===== src/design/mipsCore_config.svh =====
`ifndef MIPS_CORE_CONFIG_SVH
`define MIPS_CORE_CONFIG_SVH

// Datapath and address width
`define MIPS_WORD_BITS   32

// Architectural registers
`define MIPS_NUM_REGS    32

// First fetch address after reset
`define MIPS_RESET_PC    32'h0000_0000

// Fetch to decode queue entries
`define MIPS_QUEUE_DEPTH 8

`endif


===== src/design/mipsPkg.sv =====
`default_nettype none

`include "mipsCore_config.svh"

package mipsPkg;

    typedef logic [`MIPS_WORD_BITS-1:0]          wordT;
    typedef logic [`MIPS_WORD_BITS-1:0]          addrT;
    typedef logic [$clog2(`MIPS_NUM_REGS)-1:0]   regIdxT;
    typedef logic [3:0]                          aluOpT;

    // ALU function select
    localparam aluOpT aluAdd = 4'd0;
    localparam aluOpT aluSub = 4'd1;
    localparam aluOpT aluAnd = 4'd2;
    localparam aluOpT aluOr  = 4'd3;
    localparam aluOpT aluXor = 4'd4;
    localparam aluOpT aluSlt = 4'd5;
    localparam aluOpT aluSll = 4'd6;
    localparam aluOpT aluSrl = 4'd7;
    localparam aluOpT aluLui = 4'd8;

    // Data side sequencer
    typedef enum logic [1:0] {
        idle,
        busy,
        writeback
    } memStateT;

endpackage

`default_nettype wire


===== src/design/stageBuses.sv =====
`timescale 1ns/1ns
`default_nettype none

// ----------------------------------------------------------------------
// Decode to execute
// ----------------------------------------------------------------------
interface issueBus;
    import mipsPkg::*;

    logic   valid;
    logic   ready;
    aluOpT  aluOp;
    regIdxT destReg;
    logic   regWrite;
    logic   memRead;
    logic   memWrite;
    wordT   opA;
    wordT   opB;
    wordT   storeData;

    modport sender (output valid, aluOp, destReg, regWrite, memRead, memWrite,
                    output opA, opB, storeData, input ready);
    modport receiver (input valid, aluOp, destReg, regWrite, memRead, memWrite,
                      input opA, opB, storeData, output ready);
endinterface

// ----------------------------------------------------------------------
// Execute to memory
// ----------------------------------------------------------------------
interface memBus;
    import mipsPkg::*;

    logic   valid;
    logic   ready;
    wordT   result;
    regIdxT destReg;
    logic   regWrite;
    logic   memRead;
    logic   memWrite;
    wordT   storeData;

    modport sender (output valid, result, destReg, regWrite, memRead, memWrite,
                    output storeData, input ready);
    modport receiver (input valid, result, destReg, regWrite, memRead, memWrite,
                      input storeData, output ready);
endinterface

`default_nettype wire


===== src/design/fetchUnit.sv =====
`timescale 1ns/1ns
`default_nettype none

`include "mipsCore_config.svh"

module fetchUnit (
    input  logic          CLK,
    input  logic          arstN,
    input  logic          redirect,
    input  mipsPkg::addrT target,
    input  logic          queueFull,
    input  mipsPkg::wordT instrData,
    output mipsPkg::addrT instrAddr,
    output logic          push,
    output mipsPkg::wordT pushWord,
    output mipsPkg::addrT pushPc
);
    import mipsPkg::*;

    addrT pc;

    // Instruction memory answers in the same cycle
    assign instrAddr = pc;
    assign pushWord  = instrData;
    assign pushPc    = pc;

    // The word fetched under a redirect is on the wrong path
    assign push = !queueFull && !redirect;

    always_ff @(posedge CLK or negedge arstN) begin
        if (!arstN) begin
            pc <= `MIPS_RESET_PC;
        end else if (redirect) begin
            pc <= target;
        end else if (push) begin
            pc <= pc + addrT'(4);
        end
    end

endmodule

`default_nettype wire


===== src/design/instrQueue.sv =====
`timescale 1ns/1ns
`default_nettype none

`include "mipsCore_config.svh"

module instrQueue #(
    parameter int depth = `MIPS_QUEUE_DEPTH
) (
    input  logic          CLK,
    input  logic          arstN,
    input  logic          flush,
    input  logic          push,
    input  logic          pop,
    input  mipsPkg::wordT pushWord,
    input  mipsPkg::addrT pushPc,
    output logic          full,
    output logic          empty,
    output mipsPkg::wordT headWord,
    output mipsPkg::addrT headPc
);
    import mipsPkg::*;

    localparam int ptrBits   = (depth > 1) ? $clog2(depth) : 1;
    localparam int countBits = $clog2(depth + 1);

    wordT                 words [depth];
    addrT                 pcs   [depth];
    logic [ptrBits-1:0]   rdPtr;
    logic [ptrBits-1:0]   wrPtr;
    logic [countBits-1:0] count;
    logic                 doPush;
    logic                 doPop;

    // Wrap explicitly so that any depth works
    function automatic logic [ptrBits-1:0] nextPtr(input logic [ptrBits-1:0] ptr);
        return (ptr == ptrBits'(depth - 1)) ? '0 : ptr + 1'b1;
    endfunction

    assign full     = (count == countBits'(depth));
    assign empty    = (count == '0);
    assign doPush   = push && !full;
    assign doPop    = pop && !empty;
    assign headWord = words[rdPtr];
    assign headPc   = pcs[rdPtr];

    always_ff @(posedge CLK or negedge arstN) begin
        if (!arstN) begin
            rdPtr <= '0;
            wrPtr <= '0;
            count <= '0;
        end else if (flush) begin
            rdPtr <= '0;
            wrPtr <= '0;
            count <= '0;
        end else begin
            if (doPush) wrPtr <= nextPtr(wrPtr);
            if (doPop)  rdPtr <= nextPtr(rdPtr);
            count <= count + countBits'(doPush) - countBits'(doPop);
        end
    end

    always_ff @(posedge CLK) begin
        if (doPush) begin
            words[wrPtr] <= pushWord;
            pcs[wrPtr]   <= pushPc;
        end
    end

endmodule

`default_nettype wire


===== src/design/regFile.sv =====
`timescale 1ns/1ns
`default_nettype none

`include "mipsCore_config.svh"

module regFile (
    input  logic            CLK,
    input  logic            arstN,
    input  mipsPkg::regIdxT readIdxA,
    input  mipsPkg::regIdxT readIdxB,
    output mipsPkg::wordT   readA,
    output mipsPkg::wordT   readB,
    input  logic            writeEn,
    input  mipsPkg::regIdxT writeIdx,
    input  mipsPkg::wordT   writeData
);
    import mipsPkg::*;

    wordT regs [`MIPS_NUM_REGS];

    // r0 is hardwired, a same-cycle write shows through
    assign readA = (readIdxA == '0) ? '0 :
                   (writeEn && writeIdx == readIdxA) ? writeData : regs[readIdxA];
    assign readB = (readIdxB == '0) ? '0 :
                   (writeEn && writeIdx == readIdxB) ? writeData : regs[readIdxB];

    always_ff @(posedge CLK or negedge arstN) begin
        if (!arstN) begin
            for (int i = 0; i < `MIPS_NUM_REGS; i++) begin
                regs[i] <= '0;
            end
        end else if (writeEn && writeIdx != '0) begin
            regs[writeIdx] <= writeData;
        end
    end

endmodule

`default_nettype wire


===== src/design/decodeUnit.sv =====
`timescale 1ns/1ns
`default_nettype none

`include "mipsCore_config.svh"

module decodeUnit (
    input  logic            CLK,
    input  logic            arstN,
    input  logic            empty,
    input  mipsPkg::wordT   headWord,
    input  mipsPkg::addrT   headPc,
    output logic            pop,
    output logic            redirect,
    output mipsPkg::addrT   target,
    input  logic            regWriteEn,
    input  mipsPkg::regIdxT regWriteIdx,
    input  mipsPkg::wordT   regWriteData,
    issueBus.sender         issue
);
    import mipsPkg::*;

    logic [5:0] opcode;
    logic [5:0] funct;
    regIdxT     rs;
    regIdxT     rt;
    regIdxT     rd;
    wordT       immSext;
    wordT       immOp;
    wordT       shamtW;
    logic       isRType, isJ, isBeq, isBne, isLw, isSw, isImmAlu, isShift, isCtrl;
    logic       legalFunct;
    logic       legal;
    aluOpT      aluOp;
    regIdxT     srcA;
    regIdxT     destReg;
    logic       regWrite;
    logic       useA;
    logic       useB;
    wordT       valA;
    wordT       valB;
    wordT       opB;
    addrT       pcPlus4;
    logic       taken;
    logic       hazard;
    logic       outFree;
    logic       canGo;
    logic       doIssue;
    logic [`MIPS_NUM_REGS-1:0] regBusy;
    logic [`MIPS_NUM_REGS-1:0] busyNow;

    // ----------------------------------------------------------------------
    // Field split and instruction class
    // ----------------------------------------------------------------------
    assign opcode  = headWord[31:26];
    assign rs      = headWord[25:21];
    assign rt      = headWord[20:16];
    assign rd      = headWord[15:11];
    assign funct   = headWord[5:0];
    assign immSext = {{16{headWord[15]}}, headWord[15:0]};
    assign shamtW  = wordT'(headWord[10:6]);

    assign isRType  = (opcode == 6'h00);
    assign isJ      = (opcode == 6'h02);
    assign isBeq    = (opcode == 6'h04);
    assign isBne    = (opcode == 6'h05);
    assign isLw     = (opcode == 6'h23);
    assign isSw     = (opcode == 6'h2b);
    assign isImmAlu = (opcode == 6'h09) || (opcode[5:2] == 4'b0011 && opcode != 6'h0e);
    assign isShift  = isRType && (funct == 6'h00 || funct == 6'h02);
    assign isCtrl   = isJ || isBeq || isBne;
    assign legal    = (isRType && legalFunct) || isImmAlu || isLw || isSw || isCtrl;

    always_comb begin
        legalFunct = 1'b1;
        aluOp      = aluAdd;
        case (opcode)
            6'h00: begin
                case (funct)
                    6'h21:   aluOp = aluAdd;
                    6'h23:   aluOp = aluSub;
                    6'h24:   aluOp = aluAnd;
                    6'h25:   aluOp = aluOr;
                    6'h26:   aluOp = aluXor;
                    6'h2a:   aluOp = aluSlt;
                    6'h00:   aluOp = aluSll;
                    6'h02:   aluOp = aluSrl;
                    default: legalFunct = 1'b0;
                endcase
            end
            6'h0c:   aluOp = aluAnd;
            6'h0d:   aluOp = aluOr;
            6'h0f:   aluOp = aluLui;
            default: aluOp = aluAdd;
        endcase
    end

    // Shifts take their value from rt and the amount from the shamt field
    assign srcA     = isShift ? rt : rs;
    assign destReg  = isRType ? rd : rt;
    assign regWrite = ((isRType && legalFunct) || isImmAlu || isLw) && destReg != '0;
    assign useA     = !isJ;
    assign useB     = (isRType && !isShift) || isSw || isBeq || isBne;

    // andi, ori and lui zero-extend
    assign immOp = (opcode[5:2] == 4'b0011) ? wordT'(headWord[15:0]) : immSext;
    assign opB   = isShift ? shamtW : (isRType ? valB : immOp);

    regFile regs (
        .CLK       (CLK),
        .arstN     (arstN),
        .readIdxA  (srcA),
        .readIdxB  (rt),
        .readA     (valA),
        .readB     (valB),
        .writeEn   (regWriteEn),
        .writeIdx  (regWriteIdx),
        .writeData (regWriteData)
    );

    // ----------------------------------------------------------------------
    // Scoreboard and branch resolution
    // ----------------------------------------------------------------------
    // A register written back this cycle is already free through the
    // write-through read
    always_comb begin
        busyNow = regBusy;
        if (regWriteEn) busyNow[regWriteIdx] = 1'b0;
    end

    assign hazard = (useA && busyNow[srcA]) || (useB && busyNow[rt]) ||
                    (regWrite && busyNow[destReg]);

    assign pcPlus4 = headPc + addrT'(4);
    assign taken   = isJ || (isBeq && valA == valB) || (isBne && valA != valB);
    assign target  = isJ ? {pcPlus4[31:28], headWord[25:0], 2'b00}
                         : pcPlus4 + {immSext[29:0], 2'b00};

    assign outFree  = !issue.valid || issue.ready;
    assign canGo    = !empty && !hazard;
    assign redirect = canGo && taken;
    assign doIssue  = canGo && legal && !isCtrl && outFree;
    // Branches and unknown encodings leave without an issue slot
    assign pop      = canGo && (isCtrl || !legal || outFree);

    always_ff @(posedge CLK or negedge arstN) begin
        if (!arstN) begin
            regBusy <= '0;
        end else begin
            if (regWriteEn) regBusy[regWriteIdx] <= 1'b0;
            if (doIssue && regWrite) regBusy[destReg] <= 1'b1;
        end
    end

    always_ff @(posedge CLK or negedge arstN) begin
        if (!arstN) begin
            issue.valid <= 1'b0;
        end else if (outFree) begin
            issue.valid <= doIssue;
        end
    end

    always_ff @(posedge CLK) begin
        if (doIssue) begin
            issue.aluOp     <= aluOp;
            issue.destReg   <= destReg;
            issue.regWrite  <= regWrite;
            issue.memRead   <= isLw;
            issue.memWrite  <= isSw;
            issue.opA       <= valA;
            issue.opB       <= opB;
            issue.storeData <= valB;
        end
    end

endmodule

`default_nettype wire


===== src/design/executeUnit.sv =====
`timescale 1ns/1ns
`default_nettype none

module executeUnit (
    input  logic     CLK,
    input  logic     arstN,
    issueBus.receiver issue,
    memBus.sender    toMem
);
    import mipsPkg::*;

    wordT aluResult;

    // Loads and stores use the sum as their address
    always_comb begin
        case (issue.aluOp)
            aluAdd:  aluResult = issue.opA + issue.opB;
            aluSub:  aluResult = issue.opA - issue.opB;
            aluAnd:  aluResult = issue.opA & issue.opB;
            aluOr:   aluResult = issue.opA | issue.opB;
            aluXor:  aluResult = issue.opA ^ issue.opB;
            aluSlt:  aluResult = wordT'($signed(issue.opA) < $signed(issue.opB));
            aluSll:  aluResult = issue.opA << issue.opB[4:0];
            aluSrl:  aluResult = issue.opA >> issue.opB[4:0];
            aluLui:  aluResult = {issue.opB[15:0], 16'h0000};
            default: aluResult = '0;
        endcase
    end

    // Output stage takes a new item when empty or draining
    assign issue.ready = !toMem.valid || toMem.ready;

    always_ff @(posedge CLK or negedge arstN) begin
        if (!arstN) begin
            toMem.valid <= 1'b0;
        end else if (issue.ready) begin
            toMem.valid <= issue.valid;
        end
    end

    always_ff @(posedge CLK) begin
        if (issue.valid && issue.ready) begin
            toMem.result    <= aluResult;
            toMem.destReg   <= issue.destReg;
            toMem.regWrite  <= issue.regWrite;
            toMem.memRead   <= issue.memRead;
            toMem.memWrite  <= issue.memWrite;
            toMem.storeData <= issue.storeData;
        end
    end

endmodule

`default_nettype wire


===== src/design/memoryUnit.sv =====
`timescale 1ns/1ns
`default_nettype none

module memoryUnit (
    input  logic            CLK,
    input  logic            arstN,
    memBus.receiver         fromExec,
    output logic            regWriteEn,
    output mipsPkg::regIdxT regWriteIdx,
    output mipsPkg::wordT   regWriteData,
    output logic            wbCyc,
    output logic            wbStb,
    output logic            wbWe,
    output mipsPkg::addrT   wbAdr,
    output mipsPkg::wordT   wbDatW,
    input  mipsPkg::wordT   wbDatR,
    input  logic            wbAck
);
    import mipsPkg::*;

    memStateT state;
    wordT     resultReg;
    wordT     storeReg;
    regIdxT   destReg;
    logic     regWrite;
    logic     memRead;
    logic     memWrite;

    assign fromExec.ready = (state == idle);

    // Classic cycle, strobe held until ack
    assign wbCyc  = (state == busy);
    assign wbStb  = (state == busy);
    assign wbWe   = (state == busy) && memWrite;
    assign wbAdr  = resultReg;
    assign wbDatW = storeReg;

    // resultReg holds the ALU value, or the load data once ack arrives
    assign regWriteEn   = (state == writeback) && regWrite;
    assign regWriteIdx  = destReg;
    assign regWriteData = resultReg;

    always_ff @(posedge CLK or negedge arstN) begin
        if (!arstN) begin
            state <= idle;
        end else begin
            case (state)
                idle: begin
                    if (fromExec.valid) begin
                        state <= (fromExec.memRead || fromExec.memWrite) ? busy : writeback;
                    end
                end
                busy: begin
                    if (wbAck) state <= writeback;
                end
                default: state <= idle;
            endcase
        end
    end

    always_ff @(posedge CLK) begin
        if (fromExec.valid && fromExec.ready) begin
            resultReg <= fromExec.result;
            storeReg  <= fromExec.storeData;
            destReg   <= fromExec.destReg;
            regWrite  <= fromExec.regWrite;
            memRead   <= fromExec.memRead;
            memWrite  <= fromExec.memWrite;
        end else if (state == busy && wbAck && memRead) begin
            resultReg <= wbDatR;
        end
    end

endmodule

`default_nettype wire


===== src/design/mipsCore.sv =====
`timescale 1ns/1ns
`default_nettype none

`include "mipsCore_config.svh"

module mipsCore (
    input  logic          CLK,
    input  logic          arstN,
    output mipsPkg::addrT instrAddr,
    input  mipsPkg::wordT instrData,
    output logic          wbCyc,
    output logic          wbStb,
    output logic          wbWe,
    output mipsPkg::addrT wbAdr,
    output mipsPkg::wordT wbDatW,
    input  mipsPkg::wordT wbDatR,
    input  logic          wbAck
);
    import mipsPkg::*;

    logic   redirect;
    addrT   target;
    logic   queueFull;
    logic   queueEmpty;
    logic   push;
    logic   pop;
    wordT   pushWord;
    wordT   headWord;
    addrT   pushPc;
    addrT   headPc;
    logic   regWriteEn;
    regIdxT regWriteIdx;
    wordT   regWriteData;

    issueBus issueIf ();
    memBus   memIf ();

    // ----------------------------------------------------------------------
    // Front end
    // ----------------------------------------------------------------------
    fetchUnit fetch (
        .CLK       (CLK),
        .arstN     (arstN),
        .redirect  (redirect),
        .target    (target),
        .queueFull (queueFull),
        .instrData (instrData),
        .instrAddr (instrAddr),
        .push      (push),
        .pushWord  (pushWord),
        .pushPc    (pushPc)
    );

    // Taken branches and jumps drop everything fetched behind them
    instrQueue #(
        .depth (`MIPS_QUEUE_DEPTH)
    ) queue (
        .CLK      (CLK),
        .arstN    (arstN),
        .flush    (redirect),
        .push     (push),
        .pop      (pop),
        .pushWord (pushWord),
        .pushPc   (pushPc),
        .full     (queueFull),
        .empty    (queueEmpty),
        .headWord (headWord),
        .headPc   (headPc)
    );

    decodeUnit decode (
        .CLK          (CLK),
        .arstN        (arstN),
        .empty        (queueEmpty),
        .headWord     (headWord),
        .headPc       (headPc),
        .pop          (pop),
        .redirect     (redirect),
        .target       (target),
        .regWriteEn   (regWriteEn),
        .regWriteIdx  (regWriteIdx),
        .regWriteData (regWriteData),
        .issue        (issueIf.sender)
    );

    // ----------------------------------------------------------------------
    // Back end
    // ----------------------------------------------------------------------
    executeUnit execute (
        .CLK   (CLK),
        .arstN (arstN),
        .issue (issueIf.receiver),
        .toMem (memIf.sender)
    );

    memoryUnit memory (
        .CLK          (CLK),
        .arstN        (arstN),
        .fromExec     (memIf.receiver),
        .regWriteEn   (regWriteEn),
        .regWriteIdx  (regWriteIdx),
        .regWriteData (regWriteData),
        .wbCyc        (wbCyc),
        .wbStb        (wbStb),
        .wbWe         (wbWe),
        .wbAdr        (wbAdr),
        .wbDatW       (wbDatW),
        .wbDatR       (wbDatR),
        .wbAck        (wbAck)
    );

endmodule

`default_nettype wire


===== config.mk =====
export PLATFORM = sky130hd
export DESIGN_NAME = mipsCore
export DESIGN_NICKNAME = d
export VERILOG_FILES = /design/src/design/mipsPkg.sv /design/src/design/stageBuses.sv /design/src/design/fetchUnit.sv /design/src/design/instrQueue.sv /design/src/design/regFile.sv /design/src/design/decodeUnit.sv /design/src/design/executeUnit.sv /design/src/design/memoryUnit.sv /design/src/design/mipsCore.sv
export VERILOG_INCLUDE_DIRS = /design/src /design/src/design
export SDC_FILE = /design/constraint.sdc
export NUM_CORES = 2
export LEC_CHECK = 0
export BUFFER_PORTS_ARGS = -buffer_cell sky130_fd_sc_hd__buf_4
export CAP_MARGIN = 30
export CELL_PAD_IN_SITES_DETAIL_PLACEMENT = 1
export CELL_PAD_IN_SITES_GLOBAL_PLACEMENT = 1
export CORE_AREA = 8 8 363 719
export CTS_BUF_LIST = sky130_fd_sc_hd__clkbuf_2
export DETAILED_ROUTE_END_ITERATION = 10
export DIE_AREA = 0 0 371 727
export PLACE_DENSITY = 0.64
export SYNTH_ARGS = -nofsm -noshare
export SYNTH_HDL_FRONTEND = slang
export SYNTH_SLANG_ARGS = --single-unit

===== constraint.sdc =====
create_clock -name CLK -period 19.03 [get_ports CLK]
set_clock_uncertainty 0.1 [all_clocks]
set_input_delay 0.9515 -clock CLK [delete_from_list [all_inputs] [get_ports CLK]]
set_output_delay 0.9515 -clock CLK [all_outputs]
set_load 0.05 [all_outputs]

**After elaboration in Yosys (flattened, before gate mapping)**

Memories as Yosys holds them, arrays and structs flattened.
Index checks and enable logic that the tools add are counted.

- Multipliers: 0
- $add $sub $neg: 9
- Equality and inequality tests: 37
- Order comparisons: 11
- Bitwise logic cells: 9
- Div/mod/pow operators: 0
- Mux-type cells: 53
- Shifts and indexed selects: 2
- Reduce and logical (&&, ||, !) cells: 77

Operator list:

| kind | count |
|---|---|
| $bwmux 1024 | 1 |
| $mux 32 | 18 |
| $bmux 32 s5 | 2 |
| $pmux 32 s9 | 1 |
| $demux 32 s5 | 1 |
| $add 32x3->32 const B | 2 |
| $add 32x32->32 | 2 |
| $and 32x32->32 | 2 |
| $or 32x32->32 | 2 |
| $eq 6x6->1 const B | 8 |
| $eq 32x32->1 | 1 |
| $logic_and 1x1->1 | 32 |
| $lt 32x32->1 | 1 |
| $ne 32x32->1 | 1 |
| $not 32->32 | 1 |
| $shl 32x5->32 | 1 |
| $shr 32x5->32 | 1 |
| $sub 32x32->32 | 1 |
| $xor 32x32->32 | 1 |
| $eq 6x4->1 const B | 4 |
| $lt 5x6->1 const B | 4 |
| $pmux 3 s7 | 1 |
| $logic_or 1x1->1 | 20 |
| $ge 6x6->1 const B | 3 |
| 36 further kinds | 87 |

- ROM bits: 0
- Output and inout bits: 99
- Memories kept: 2
- Bits in registers: 1354
- Logic and storage cells: 261
- RAM bits: 512
- Bits in latches: 0

Memories:

| memory | words | width | read ports | clocked after Yosys merged registers in | wr ports | RTL line | source |
|---|---|---|---|---|---|---|---|
| queue.pcs | 8 | 32 | 1 | 0 | 1 | instrQueue.sv:27 | `addrT pcs [depth];` |
| queue.words | 8 | 32 | 1 | 0 | 1 | instrQueue.sv:26 | `wordT words [depth];` |

**Logic depth before layout (Yosys ltp)**

An unclocked memory read counts as a cell.

- Depth in word-level cells: 22
- Gate-level depth with buffers: 33
- Gate-level depth less buffers: 24

**By module**

From an unflattened synthesis, not the netlist that was laid out.

- Cell total of the unflattened synthesis: 7530
- Area total of the unflattened synthesis: 100908.0 um^2

Modules (own cells, without submodules):

| module | sequential area each (um^2) | times used | cells each | area each (um^2) |
|---|---|---|---|---|
| regFile | 25624.6 | 1 | 3950 | 55564.5 |
| instrQueue | 15625.0 | 1 | 814 | 19895.3 |
| executeUnit | 2187.1 | 1 | 1369 | 10571.4 |
| decodeUnit | 4068.9 | 1 | 971 | 9485.3 |
| memoryUnit | 2212.1 | 1 | 158 | 3085.5 |
| fetchUnit | 800.8 | 1 | 268 | 2306.0 |

**Worst setup path after synthesis**

OpenSTA, ideal clock, no wires.

- Kind: flip-flop to flip-flop
- Start: register queue.rdPtr[1]
- End: memory queue.pcs[0][0] in the netlist's numbering (enable)
- Buffers on the path: 8
- Data arrival time: 9466 ps
- Setup time: 565 ps
- Period minus slack after synthesis: 10131 ps
- Path slack: 8899 ps
- Cell stages (with the launch flop): 23
- Cells stage by stage: dfrtp_1 > buf_6 > buf_6 > mux4_2 > mux2_2 > buf_2 > nor3_2 > buf_4 > nand3_1 > buf_4 > buf_6 > mux2i_1 > clkbuf_1 > a221o_1 > a2111oi_2 > nor3b_1 > a2111oi_1 > nand4_1 > nor4_2 > nand2_2 > mux2i_4 > buf_6 > nor3_1

- Word-level cells in the longest chain between the ends: 21
- Elaborated cells between the ends (all ways): 81
- Those cells by class: 19 x eq/ne; 22 x mux; 2 x bitwise; 37 x reduce/logical; 1 x memory

RTL lines:

| element | RTL line | source |
|---|---|---|
| start, declared | instrQueue.sv:28 | `logic [ptrBits-1:0] rdPtr;` |
| start signal, assigned | instrQueue.sv:57 | `if (doPop) rdPtr <= nextPtr(rdPtr);` |
| $mem_v2 8x32 (*) | - |  |
| $eq 6x2->1 or $logic_not 6->1 (tied branches) | decodeUnit.sv:69, decodeUnit.sv:78 |  |
| $logic_or 1x1->1 | decodeUnit.sv:69 | `assign isShift = isRType && (funct == 6'h00 \|\| funct == 6'h02);` |
| $logic_and 1x1->1 | decodeUnit.sv:69 |  |
| $mux 5 | decodeUnit.sv:98 | `assign srcA = isShift ? rt : rs;` |
| $not 5->6 (implied by the code) | regFile.sv:23 | `(writeEn && writeIdx == readIdxA) ? writeData : regs[readIdxA];` |
| $bmux 32 s5 | regFile.sv:23 |  |
| $mux 32 (implied by the code) (2 in series) | regFile.sv:23 |  |
| [3 not listed] | - |  |
| $logic_and 1x1->1 | decodeUnit.sv:134 | `assign taken = isJ \|\| (isBeq && valA == valB) \|\| (isBne && valA != valB);` |
| $logic_or 1x1->1 (2 in series) | decodeUnit.sv:134 |  |
| $logic_and 1x1->1 (*) | decodeUnit.sv:140 | `assign redirect = canGo && taken;` |
| $logic_not 1->1 (*) | fetchUnit.sv:28 | `assign push = !queueFull && !redirect;` |
| $logic_and 1x1->1 (*) | fetchUnit.sv:28 |  |
| $logic_and 1x1->1 (*) | instrQueue.sv:41 | `assign doPush = push && !full;` |
| $mux 1 (*) | instrQueue.sv:63 | `if (doPush) begin` |
| $mux 1 (implied by the code) (*) | instrQueue.sv:65 | `pcs[wrPtr] <= pushPc;` |
| end, declared | instrQueue.sv:27 |  |

Mark *: on every way between the ends. The rest lies on a longest branch, timed or not. The select of a mux whose other input is x is not followed.

**Final worst setup path**

- Start: register queue.rdPtr[0]
- End: memory queue.pcs[0][4] in the netlist's numbering (enable)

The elaborated chain is that of the path after synthesis.

==> impl_metrics.py <==
metrics = {
    "status": {
        "status": "finished clean",
    },
    "die": {
        "dieWidth_um": 371,
        "floorplan.initialDensity_pct": 40.77,
        "rows": 261,
        "die-height_um": 727,
        "placeableCoreArea_um2": 251800,
        "die_area_um2": 269700,
        "design.portCount": 166,
    },
    "place": {
        "port_buffers": 165,
        "placed_cells": 12637,
        "placement.cell_area_um2": 107900,
        "dpl.hpwl_mm": 301.7,
        "place.gp.congestion": 0.9880,
    },
    "cts": {
        "root_buffer": "sky130_fd_sc_hd__clkbuf_2",
        "clock_tree_from_tritoncts": "done",
        "clkSlewWorstSetupHoldPaths_ps": 120,
        "clk_path_buf_depth": 4,
        "h-tree-depth": 5,
        "clock-sinks": 1866,
        "clkLatencyLatePin_ps": 2040,
        "cts-buffers-inserted": 439,
    },
    "final_layout": {
        "multiInputGateArea_um2": 48570,
        "nNetsFinal": 10143,
        "top_flop_regs": "decode.regs.regs (1024), queue.pcs (256), queue.words (256)",
        "layout.area.seq_um2": 50530,
        "largest_register_ff_count": 1024,
        "area_delta_synth_final_pct": 10.51,
        "final_layout_size_suffix_gt1_share_pct": 23.66,
        "layout.cells.most_common": "sky130_fd_sc_hd__nand2_1",
        "final_cell_mix": "sky130_fd_sc_hd__nand2_1 (1,633), sky130_fd_sc_hd__dfrtp_1 (1,099), sky130_fd_sc_hd__mux2_2 (909)",
        "postLayoutCellArea_um2": 113400,
        "final-instance-count-excl-fill": 13585,
        "nFillCells": 27648,
        "top_register": "decode.regs.regs",
    },
    "sta": {
        "finalMaxSlewViolations": 0,
        "fin_hold_ws_ps": 149.3,
        "rsz0062_at_grt": "no",
        "timing.final.crit_period_ps": 11980,
        "max_clock_freq_mhz": 83.49,
        "final-hold-violation-count": 0,
        "setup_violating_endpoint_count_in_the_final_report": 0,
        "slew_at_the_pin_with_the_worst_max_slew_slack_ps": 1144,
        "total_negative_slack_for_setup_checks_ps": 0,
        "min_period_over_period_pct": 62.94,
        "max-slew-margin-rel_pct": 23.71,
    },
    "grt": {
        "globalRoute.totalOverflow": 0,
        "grt_max_degree": 163,
        "first_pass_grt_wire_length_mm": 684.0,
        "first_global_vias": 89682,
        "gr-usage-all-layers_pct": 34.84,
        "antenna_violations_before_repair": 49,
    },
    "run": {
        "maxCapViolations": 0,
    },
    "synth": {
        "yosys.cell_types.count": 114,
        "yosys_warnings": 0,
        "syn_avg_cell_area_um2": 10.57,
        "synth_seq_area_share_pct": 49.22,
        "ys_dominant_reg_cell": "sky130_fd_sc_hd__dfrtp_1",
        "synth.ff_latch_count": 1866,
        "synth_edf_count": 764,
        "post_synth_instance_area_um2": 102600,
        "synthArstFlopShare_pct": 59.06,
        "syn-num-nets": 9918,
        "synthCells": 9709,
    },
    "detailed_routing": {
        "routed_vias": 89331,
        "first_pass_iters": 6,
        "post_drt_via_cell_ratio": 6.576,
        "drt-wirelength-per-cell_um": 35.63,
        "drt_iter0_markers": 9926,
        "routed_wl_mm": 484.1,
        "route.detailed.drc": 0,
        "antenna_violating_nets_post_route": 0,
    },
    "worst_setup_path": {
        "cp_common_cell": "sky130_fd_sc_hd__buf_4",
        "reg2reg_slack_ps": 7050,
        "worst_ep_arrival_time_ps": 13200,
        "critical-path-slowest-cell": "sky130_fd_sc_hd__nor4b_2",
        "worst-path-max-fanout": 80,
        "setup.worst_path.start_class": "flip-flop",
        "critical_path_required_ps": 20260,
        "critPathMaxStageDelay_ps": 880,
        "timing.setup.critical_path_class": "reg -> reg",
        "endpoint_kind": "flip-flop",
        "critical_path_buf_inv_count": 8,
        "worst_r2r_path_depth": 22,
        "crit_family": "buffers and inverters",
        "crit_path_cells": "buf_4 -> buf_4 -> mux2i_2 -> nand4_2 -> o31ai_4 -> buf_4 -> nand2_8 -> buf_4 -> buf_4 -> a2111oi_0 -> a311oi_1 -> and4_1 -> o31ai_1 -> o221ai_1 -> nor4b_2 -> nand3_2 -> buf_4 -> or3b_1 -> mux2i_4 -> nor3_2 -> buf_4 -> buf_4",
        "worst-path-stages": 22,
    },
    "worst_hold_path": {
        "hold_path_class": "in -> async",
    },
}
[stage by stage]
stage | utilization (%) | setup slack [ps]
6_report | 45.05 | 7053
5_1_grt | 45.02 | 6620
4_1_cts | 44.94 | 7216
3_5_place_dp | 42.85 | 7366
3_3_place_gp | 42.73 | 7368
2_1_floorplan | - | 8899
[worst register-to-register path, delay by kind of cell, from the launching register on]
| family | cells | cell delay, ps |
|---|---|---|
| muxes | 2 | 1410 |
| buffers and inverters | 8 | 4010 |
| and+or+nand+nor | 7 | 3110 |
| DFF | 1 | 830 |
| AOI/OAI and AO/OA | 5 | 2000 |
[cells in the mapped netlist (28+ instances only)]
cell type | count | area (um^2)
sky130_fd_sc_hd__dfrtp_1 | 1102 | 27580
sky130_fd_sc_hd__o21ai_0 | 411 | 2057
sky130_fd_sc_hd__xor2_1 | 34 | 297.8
sky130_fd_sc_hd__buf_1 | 97 | 364.1
sky130_fd_sc_hd__clkbuf_1 | 514 | 1929
sky130_fd_sc_hd__a32oi_1 | 57 | 499.2
sky130_fd_sc_hd__inv_1 | 164 | 615.6
sky130_fd_sc_hd__nand4_1 | 85 | 531.8
sky130_fd_sc_hd__o22ai_1 | 82 | 513.0
sky130_fd_sc_hd__a21oi_1 | 332 | 1662
sky130_fd_sc_hd__a22oi_1 | 59 | 442.9
sky130_fd_sc_hd__a21o_1 | 30 | 225.2
sky130_fd_sc_hd__a211oi_1 | 160 | 1201
sky130_fd_sc_hd__a31oi_1 | 107 | 669.4
sky130_fd_sc_hd__nand2_1 | 1657 | 6220
sky130_fd_sc_hd__a221oi_1 | 53 | 464.2
sky130_fd_sc_hd__nor3_1 | 146 | 730.7
sky130_fd_sc_hd__buf_4 | 33 | 247.7
sky130_fd_sc_hd__mux2_2 | 909 | 10240
sky130_fd_sc_hd__edfxtp_1 | 764 | 22940
sky130_fd_sc_hd__buf_2 | 205 | 1026
sky130_fd_sc_hd__mux4_2 | 127 | 2860
sky130_fd_sc_hd__a221o_1 | 30 | 300.3
sky130_fd_sc_hd__o221a_2 | 29 | 326.6
sky130_fd_sc_hd__a2111oi_0 | 76 | 665.6
sky130_fd_sc_hd__a311oi_1 | 54 | 473.0
sky130_fd_sc_hd__xnor2_1 | 55 | 481.7
sky130_fd_sc_hd__o21bai_1 | 28 | 210.2
sky130_fd_sc_hd__nor2_1 | 362 | 1359
sky130_fd_sc_hd__o211ai_1 | 50 | 375.4
sky130_fd_sc_hd__and3_1 | 227 | 1420
sky130_fd_sc_hd__ha_1 | 138 | 1727
sky130_fd_sc_hd__mux2i_1 | 463 | 4634
sky130_fd_sc_hd__nor4_1 | 55 | 344.1
sky130_fd_sc_hd__nand3_1 | 498 | 2492
sky130_fd_sc_hd__or3_1 | 30 | 187.7
sky130_fd_sc_hd__o32ai_1 | 49 | 429.2
[cell families (layout without fill, tap and decap cells)]
logic type,count (synthesis),count (layout),share of synthesized area [%]
xor gates and xnor gates,89,89,0.7594
other,0,36,0
buffers and inverters,1030,1583,4.219
AOI/OAI and AO/OA,1872,1872,12.59
and+or+nand+nor,3201,3201,14.02
DFF,1866,1866,49.22
muxes,1508,1508,17.42
adders and majority gates,143,143,1.770
[final cells by class]
class / count / share of cell area [%]
clock buffers: 637 / 2.811
inverters: 169 / 0.5593
diodes: 36 / 0.07942
clock inverters: 132 / 0.6464
well taps: 3287 / 3.626
multi-input cells: 6813 / 42.82
flip-flops and latches: 1866 / 44.55
repair buffers: 645 / 4.911
[final timing paths]
path                                                  start               endpoint
worst max-delay path                         queue.rdPtr[0]        queue.pcs[0][4]
min in group CLK                execute.toMem.storeData[29]      memory.wbDatW[29]
worst max register to register               queue.rdPtr[0]        queue.pcs[0][4]
max in group asynchronous                             arstN   decode.regs.regs[34]
worst min register to register  execute.toMem.storeData[29]      memory.wbDatW[29]
worst min-delay path                                  arstN  decode.regs.regs[926]
[repair_timing]
action | 4_1_cts | 5_1_grt
hold buffers | 133 | 0
resized for setup | 0 | 0
endpoints found under the hold margin | 712 | 0
setup buffers | 0 | 0
[metal layers]
metal	GRT usage, %	vias to the layer above	wire length, um
li1	-	36683	-
met1	44.19	45921	187300
met2	52.40	5035	211200
met3	8.091	1661	43360
met4	24.47	31	41960
met5	0.03593	-	232
Power is left out: the tool's default activity adds up to more than one toggle a clock period on the data nets, which glitch-free logic cannot reach.
